--- src/rtl/patch_pkg.sv ---
package patch_pkg;

  localparam int PATCH_NUM_W = 20;
  localparam int LFSR_W = 12;
  localparam int FRAME_POS_W = 20;

  typedef logic [PATCH_NUM_W-1:0] patch_num_t;  // All ones marks start of frame
  typedef logic [LFSR_W-1:0] lfsr_t;
  typedef logic [FRAME_POS_W-1:0] frame_pos_t;  // Low 12 bits hold the block counter

  typedef struct packed {
    patch_num_t patch_num;
    frame_pos_t frame_pos;
  } patch_rec_t;

  typedef enum logic [1:0] {
    SEQ_ERROR      = 2'd0,
    SEQ_INIT       = 2'd1,
    SEQ_INTERFRAME = 2'd2,
    SEQ_INTRAFRAME = 2'd3
  } seq_state_t;

  // Maximal length of a 12-bit LFSR, also the offset step per block
  localparam int LFSR_PERIOD = 4095;

  localparam frame_pos_t SOF_POS = frame_pos_t'(1);

  localparam int N_CAM_MAX = 3;

  // One seed per camera so each stream gets its own scrambled order
  localparam lfsr_t LFSR_SEED [N_CAM_MAX] = '{
    lfsr_t'(512),
    lfsr_t'(1024),
    lfsr_t'(2048)
  };

endpackage

--- src/rtl/patch_fifo.sv ---
`timescale 1ns/1ps

module patch_fifo #(
  parameter int depth = 16
) (
  input  logic                   clk_200,
  input  logic                   rst_n,
  input  logic                   wr_en,
  input  patch_pkg::patch_rec_t  din,
  input  logic                   rd_en,
  output patch_pkg::patch_rec_t  dout,
  output logic                   full,
  output logic                   empty
);

  import patch_pkg::*;

  localparam int ptr_w = $clog2(depth);

  typedef logic [ptr_w-1:0] ptr_t;
  typedef logic [ptr_w:0] count_t;

  patch_rec_t mem [depth];
  ptr_t       wr_ptr;
  ptr_t       rd_ptr;
  count_t     count;
  logic       do_wr;
  logic       do_rd;

  assign full  = (count == count_t'(depth));
  assign empty = (count == '0);

  assign do_wr = wr_en && !full;   // Writes into a full buffer are dropped
  assign do_rd = rd_en && !empty;  // Pop on empty ignored

  always_ff @(posedge clk_200) begin
    if (do_wr) begin
      mem[wr_ptr] <= din;
    end
  end

  always_ff @(posedge clk_200 or negedge rst_n) begin
    if (!rst_n) begin
      wr_ptr <= '0;
      rd_ptr <= '0;
      count  <= '0;
    end else begin
      if (do_wr) begin
        wr_ptr <= wr_ptr + 1'b1;  // Wraps, depth is a power of two
      end
      if (do_rd) begin
        rd_ptr <= rd_ptr + 1'b1;
      end
      case ({do_wr, do_rd})
        2'b10:   count <= count + 1'b1;
        2'b01:   count <= count - 1'b1;
        default: count <= count;
      endcase
    end
  end

  // Head word straight from storage, valid while not empty
  assign dout = mem[rd_ptr];

endmodule

--- src/rtl/patch_lfsr.sv ---
`timescale 1ns/1ps

module patch_lfsr (
  input  logic               clk_200,
  input  logic               rst_n,
  input  logic               load,
  input  logic               step,
  input  patch_pkg::lfsr_t   seed,
  output patch_pkg::lfsr_t   value
);

  import patch_pkg::*;

  lfsr_t state_q;
  lfsr_t state_next;
  logic  feedback;

  // XNOR taps 12,11,10,4 give the full 4095 period
  assign feedback = ~(state_q[11] ^ state_q[10] ^ state_q[9] ^ state_q[3]);

  always_comb begin
    state_next = state_q;
    if (load) begin
      state_next = seed;  // Load wins over step
    end else if (step) begin
      state_next = {state_q[LFSR_W-2:0], feedback};
    end
  end

  // All zeros is a valid XNOR state, so reset to 0 is safe
  always_ff @(posedge clk_200 or negedge rst_n) begin
    if (!rst_n) begin
      state_q <= '0;
    end else begin
      state_q <= state_next;
    end
  end

  assign value = state_q;

endmodule

--- src/rtl/patch_sequencer.sv ---
`timescale 1ns/1ps

module patch_sequencer #(
  parameter int n_cam   = 3,
  parameter int n_patch = 8190
) (
  input  logic                   clk_200,
  input  logic                   rst_n,
  input  logic                   app_ready,
  input  patch_pkg::lfsr_t       lfsr_value [n_cam],
  input  logic                   fifo_full [n_cam],
  output logic                   lfsr_load,
  output logic                   lfsr_step,
  output logic                   wr_en [n_cam],
  output patch_pkg::patch_rec_t  wr_rec [n_cam],
  output logic                   gen_error
);

  import patch_pkg::*;

  // Frame ends once offset passes n_patch - 4096
  localparam int last_offset = n_patch - LFSR_PERIOD - 1;

  seq_state_t state_q;
  seq_state_t state_d;
  logic [1:0] ready_sync;
  logic       ready_s;
  lfsr_t      ctr_q;
  lfsr_t      ctr_d;
  patch_num_t offset_q;
  patch_num_t offset_d;
  logic       any_full;
  logic       block_end;
  logic       frame_end;

  logic [PATCH_NUM_W:0] cam_sum [n_cam];  // One extra bit so the range check cannot wrap
  logic                 in_range [n_cam];
  patch_rec_t           cam_rec [n_cam];

  // Ready comes from another block
  always_ff @(posedge clk_200 or negedge rst_n) begin
    if (!rst_n) begin
      ready_sync <= 2'b00;
    end else begin
      ready_sync <= {ready_sync[0], app_ready};
    end
  end

  assign ready_s = ready_sync[1];

  always_comb begin
    any_full = 1'b0;
    for (int c = 0; c < n_cam; c++) begin
      any_full = any_full | fifo_full[c];
    end
  end

  // Per-camera record from scrambled index plus block offset
  always_comb begin
    for (int c = 0; c < n_cam; c++) begin
      cam_sum[c]            = {1'b0, offset_q} + (PATCH_NUM_W + 1)'(lfsr_value[c]);
      in_range[c]           = cam_sum[c] < (PATCH_NUM_W + 1)'(n_patch);
      cam_rec[c].patch_num  = cam_sum[c][PATCH_NUM_W-1:0];
      cam_rec[c].frame_pos  = frame_pos_t'(ctr_q);
    end
  end

  assign block_end = (ctr_q == lfsr_t'(LFSR_PERIOD - 1));
  assign frame_end = int'(offset_q) > last_offset;

  always_comb begin
    state_d   = state_q;
    ctr_d     = ctr_q;
    offset_d  = offset_q;
    lfsr_load = 1'b0;
    lfsr_step = 1'b0;
    for (int c = 0; c < n_cam; c++) begin
      wr_en[c]  = 1'b0;
      wr_rec[c] = cam_rec[c];
    end

    case (state_q)
      SEQ_INIT: begin
        if (ready_s) begin
          lfsr_load = 1'b1;
          ctr_d     = '0;
          state_d   = SEQ_INTERFRAME;
        end
      end

      SEQ_INTERFRAME: begin
        if (any_full) begin
          state_d = SEQ_ERROR;
        end else begin
          for (int c = 0; c < n_cam; c++) begin
            wr_en[c]            = 1'b1;
            wr_rec[c].patch_num = '1;  // SOF marker
            wr_rec[c].frame_pos = SOF_POS;
          end
          offset_d = '0;
          ctr_d    = '0;
          state_d  = SEQ_INTRAFRAME;
        end
      end

      SEQ_INTRAFRAME: begin
        if (any_full || !ready_s) begin
          state_d = SEQ_ERROR;  // No stall, overflow or lost ready is fatal
        end else begin
          for (int c = 0; c < n_cam; c++) begin
            wr_en[c] = in_range[c];
          end
          if (block_end) begin
            // Sequence is back at the seed here anyway
            lfsr_load = 1'b1;
            ctr_d     = '0;
            if (frame_end) begin
              state_d = SEQ_INTERFRAME;
            end else begin
              offset_d = offset_q + patch_num_t'(LFSR_PERIOD);
            end
          end else begin
            lfsr_step = 1'b1;
            ctr_d     = ctr_q + 1'b1;
          end
        end
      end

      default: begin
        state_d = SEQ_ERROR;  // Sticky until reset
      end
    endcase
  end

  always_ff @(posedge clk_200 or negedge rst_n) begin
    if (!rst_n) begin
      state_q  <= SEQ_INIT;
      ctr_q    <= '0;
      offset_q <= '0;
    end else begin
      state_q  <= state_d;
      ctr_q    <= ctr_d;
      offset_q <= offset_d;
    end
  end

  assign gen_error = (state_q == SEQ_ERROR);

endmodule

--- src/rtl/patch_source_top.sv ---
`timescale 1ns/1ps

module patch_source_top #(
  parameter int n_cam      = 3,
  parameter int n_patch    = 8190,
  parameter int fifo_depth = 16
) (
  input  logic                   clk_200,
  input  logic                   rst_n,
  input  logic                   app_ready,
  output logic                   rec_valid [n_cam],
  input  logic                   rec_pop [n_cam],
  output patch_pkg::patch_rec_t  rec [n_cam],
  output logic                   gen_error
);

  import patch_pkg::*;

  logic       lfsr_load;
  logic       lfsr_step;
  lfsr_t      lfsr_value [n_cam];
  logic       fifo_full [n_cam];
  logic       fifo_empty [n_cam];
  logic       wr_en [n_cam];
  patch_rec_t wr_rec [n_cam];

  patch_sequencer #(
    .n_cam   (n_cam),
    .n_patch (n_patch)
  ) u_sequencer (
    .clk_200    (clk_200),
    .rst_n      (rst_n),
    .app_ready  (app_ready),
    .lfsr_value (lfsr_value),
    .fifo_full  (fifo_full),
    .lfsr_load  (lfsr_load),
    .lfsr_step  (lfsr_step),
    .wr_en      (wr_en),
    .wr_rec     (wr_rec),
    .gen_error  (gen_error)
  );

  for (genvar c = 0; c < n_cam; c++) begin : g_cam
    patch_lfsr u_lfsr (
      .clk_200 (clk_200),
      .rst_n   (rst_n),
      .load    (lfsr_load),
      .step    (lfsr_step),
      .seed    (LFSR_SEED[c]),  // Own seed per camera
      .value   (lfsr_value[c])
    );

    patch_fifo #(
      .depth (fifo_depth)
    ) u_fifo (
      .clk_200 (clk_200),
      .rst_n   (rst_n),
      .wr_en   (wr_en[c]),
      .din     (wr_rec[c]),
      .rd_en   (rec_pop[c]),
      .dout    (rec[c]),
      .full    (fifo_full[c]),
      .empty   (fifo_empty[c])
    );

    assign rec_valid[c] = !fifo_empty[c];
  end

endmodule

--- config.mk ---
export PLATFORM = sky130hd
export DESIGN_NAME = patch_source_top
export DESIGN_NICKNAME = d
export VERILOG_FILES = /design/src/rtl/patch_pkg.sv /design/src/rtl/patch_fifo.sv /design/src/rtl/patch_lfsr.sv /design/src/rtl/patch_sequencer.sv /design/src/rtl/patch_source_top.sv
export SDC_FILE = /design/constraint.sdc
export NUM_CORES = 2
export LEC_CHECK = 0
export BUFFER_PORTS_ARGS = -buffer_cell sky130_fd_sc_hd__buf_4
export CAP_MARGIN = 10
export CORE_ASPECT_RATIO = 1.1
export CORE_MARGIN = 3
export CORE_UTILIZATION = 48
export CTS_BUF_LIST = sky130_fd_sc_hd__clkbuf_8
export DETAILED_ROUTE_END_ITERATION = 7
export PLACE_DENSITY_LB_ADDON = 0.05
export SYNTH_ARGS = -nofsm -noshare
export SYNTH_HDL_FRONTEND = slang
export SYNTH_SLANG_ARGS = --single-unit
--- constraint.sdc ---
create_clock -name clk_200 -period 8.9 [get_ports clk_200]
set_clock_uncertainty 0.15 [all_clocks]
set_input_delay 0.445 -clock clk_200 [delete_from_list [all_inputs] [get_ports clk_200]]
set_output_delay 0.445 -clock clk_200 [all_outputs]
set_load 0.05 [all_outputs]
==> impl_results.md <==
* CTS sink cnt at 1647
* Slew headroom at 24.9%
* Drt via density at 5.93
* Multi-input gate area at 17200 um2
* FF+latch area at 48900 um2
* Synth top area cells: edfxtp_1, mux4_2, dfrtp_1, ha_1, nand2_1
* Leading area contributor after synthesis: edfxtp_1
* Core Rows at 142
* Mean Syn Cell Area at 20.2 um2
* Highest Clock Rate at 180 MHz
* Hold Path End: u_sequencer.ready_sync[1]$_DFF_PN0_
* CORE AREA at 137000 um2
* Synth Flop Type: edfxtp_1
* H-Tree Depth at 5
* Pre-CTS WS at 3390 ps
* Hold_sp: u_sequencer.ready_sync[0]$_DFF_PN0_
* Vias in the first global route at 35317
* Final Cycle Share at 62.6%
* Clock-pin slew on the worst setup and hold paths at 60 ps
* Share of the synthesized area in the top cell type at 69.2%
* Max Root-Sink Buffers at 4
* Die area at 143000 um2
* TritonRoute pass-1 iters at 5
* Critical Path AT at 6240 ps
* Status: finished clean
* Type of element launching the critical path: flip-flop
* Final min period at 5570 ps
* Worst reg2reg endpoint: g_cam[1].u_fifo.count[4]$_DFFE_PN0P_
* GRT overflow at 0
* Resized cells post-CTS at 0
* Setup_tns at 0 ps
* Static Leak at 20.8 nW
* Via count at 33107
* Worst-Skew Late Latency at 960 ps
* Die Ht at 397 um
* Placer Congestion at 0.906
* Post-DP HPWL at 86400 um
* WHS Path Cells at 0
* Yosys cell types at 83
* WL/cell at 28.4 um
* CTS tree: built
* P&R area growth vs syn at 12.3%
* Starting Density at 48.6%
* FF-to-FF Start: u_sequencer.offset_q[1]$_DFFE_PN0P_
* Critical setup path kind: flip-flop to flip-flop
* First DRT Iteration DRCs at 3035
* First-pass GRT wire length at 235000 um
* DRT antenna net count at 0
* Min-delay worst type: flip-flop to flip-flop
* Register bit count reported by yosys at 1647
* RSZ-0062 raised after global routing: false
* GRT Util Overall at 22.6%
* Boundary pin count at 130
* Port bufs at 105
* Peak VDD IR at 0.000365 V
* Detailed Route WL at 158000 um
* Worst R2R Path Depth at 18
* Syn Inst Count at 3290
* Warnings, synthesis at 0
* Cts bufs inserted at 285
* Initial antenna violation count at 1
* R2R Setup Slk at 3330 ps
* Die extent in x at 361 um
* Nets at 3670
* Power Dens Cells at 226 nW/um2
* Number of flops mapped to enable cells by yosys at 1536
* DRC viols at 0
* Final setup viols at 0
* Largest net degree at the start of global routing at 114
* CP Capture Type: flip-flop
* FFs w/ async S/R, synth at 6.74%
* Final-report max-slew violation count at 0
* Critical Path RT at 9570 ps
* Fin. Hold Viols at 0
* Area of the mapped netlist at 66600 um2
* PnR worst setup slack at 3330 ps
* Worst slew pin tran at 1130 ps
* Filler cell count in the final layout at 10454
* Sequential element share of the synthesized area at 73.4%
* Final hold slack at 230 ps
* Root Buffer: clkbuf_8
* Critical path fanouts, max at 20
* Most frequent cell after synthesis: edfxtp_1
* Synth top cells by count: edfxtp_1, mux4_2, nand2_1
* Number of max-cap violations at 0
* Layout cells sized above 1 at 28.7%
flip-flops by register name (all words and copies together) (netlist names):
name                    count
u_sequencer.offset_q       20
u_sequencer.ready_sync      2
g_cam.u_fifo.rd_ptr        12
g_cam.u_fifo.mem         1536
u_sequencer.ctr_q          12
g_cam.u_fifo.count         15
g_cam.u_lfsr.value         36
u_sequencer.state_q         2
g_cam.u_fifo.wr_ptr        12
cell families after synthesis:
family | share of synthesized area (%)
compound gates | 2.16
xor+xnor | 1.28
fa+ha+maj | 1.36
buf+inv | 1.50
flops | 73.4
mux | 16.4
other cells | 0.00563
simple gates | 3.85
cell type report:
class / count / area share [%]
Sequential cell: 1647 / 65.4
Multi-Input combinational cell: 1434 / 22.9
Clock buffer: 300 / 5.52
Tap cell: 1800 / 3.01
Timing Repair Buffer: 189 / 1.97
Clock inverter: 172 / 0.983
Inverter: 37 / 0.186
Antenna cell: 3 / 0.0100
metrics by stage:
step | instances | instance area (um2) | util, % | power (mW)
finish | 5582 | 74800 | 54.6 | 16.9
floorplan | 3313 | 66700 | - | 10.6
global placement | 5099 | 69900 | 51.0 | 11.1
CTS | 5579 | 74800 | 54.6 | 17.2
detailed placement | 5099 | 69900 | 51.0 | 11.2
global route | 5580 | 74800 | 54.6 | 17.7
worst max-delay path: stages (launching register included):
cell	delay, ps
dfrtp_1	550
inv_1	250
fa_1	510
nor2b_1	190
o2111ai_1	150
a21oi_1	290
o21ai_1	210
xor2_1	200
o31a_2	460
a21oi_4	830
ha_1	480
xor2_1	110
ha_1	220
o21ai_0	160
a21oi_1	90
a21oi_1	170
xor2_1	190
nor2_1	80
xnor2_1	120
power by group:
group | switching (mW) | total, mW | internal (mW)
registers | 0.306 | 8.72 | 8.42
logic | 1.20 | 2.21 | 1.00
clock network | 2.85 | 5.99 | 3.14
worst max path at each step:
stage | startpoint | endpoint | slack, ps | depth (start not counted)
floorplan | u_sequencer.offset_q[4]$_DFFE_PN0P_ | g_cam[1].u_fifo.mem[0][0]$_DFFE_PP_ | 2330 | 10
global placement | u_sequencer.offset_q[1]$_DFFE_PN0P_ | g_cam[1].u_fifo.count[4]$_DFFE_PN0P_ | 3450 | 18
detailed placement | u_sequencer.offset_q[1]$_DFFE_PN0P_ | g_cam[1].u_fifo.count[4]$_DFFE_PN0P_ | 3390 | 18
CTS | u_sequencer.offset_q[1]$_DFFE_PN0P_ | g_cam[1].u_fifo.count[4]$_DFFE_PN0P_ | 3380 | 18
global route | u_sequencer.offset_q[1]$_DFFE_PN0P_ | g_cam[1].u_fifo.count[4]$_DFFE_PN0P_ | 2910 | 18
finish | u_sequencer.offset_q[1]$_DFFE_PN0P_ | g_cam[1].u_fifo.count[4]$_DFFE_PN0P_ | 3330 | 18
layout by cell type (no fill, tap or decap), types with 9 or more instances in the layout:
cell type / netlist / layout
a21o_1: 15 / 15
a21oi_1: 85 / 85
and2_1: 24 / 16
and3_1: 13 / 13
buf_4: 27 / 178
clkbuf_8: 0 / 300
clkinv_1: 0 / 50
clkinv_2: 0 / 12
conb_1: 1 / 24
dfrtp_1: 110 / 98
edfxtp_1: 1536 / 1536
ha_1: 66 / 66
inv_1: 37 / 139
mux4_2: 480 / 480
nand2_1: 204 / 204
nand2b_1: 17 / 17
nand3_1: 38 / 38
nand4_1: 12 / 12
nor2_1: 114 / 81
nor2_4: 0 / 33
nor2b_1: 12 / 12
nor3_1: 18 / 18
nor3b_4: 0 / 9
nor4_1: 12 / 12
o21ai_0: 37 / 36
or2_2: 12 / 13
or3_1: 13 / 13
xnor2_1: 52 / 52
xor2_1: 45 / 45
timing repair:
item	4_1_cts	5_1_grt
hold buffers	8	0
endpoints found under the hold margin	71	0
endpoints found under the setup margin	0	0
setup buffers	0	0
layer usage:
metal | vias to the layer above | part of all wire (%) | GRT usage [%]
li1 | 14028 | - | -
met2 | 1054 | 50 | 37.5
met5 | - | 0 | 0
met1 | 17753 | 42 | 30.5
met3 | 272 | 5.3 | 4.07
met4 | 0 | 2.8 | 7.42
Note: power is estimated with default switching activity, not from simulation.
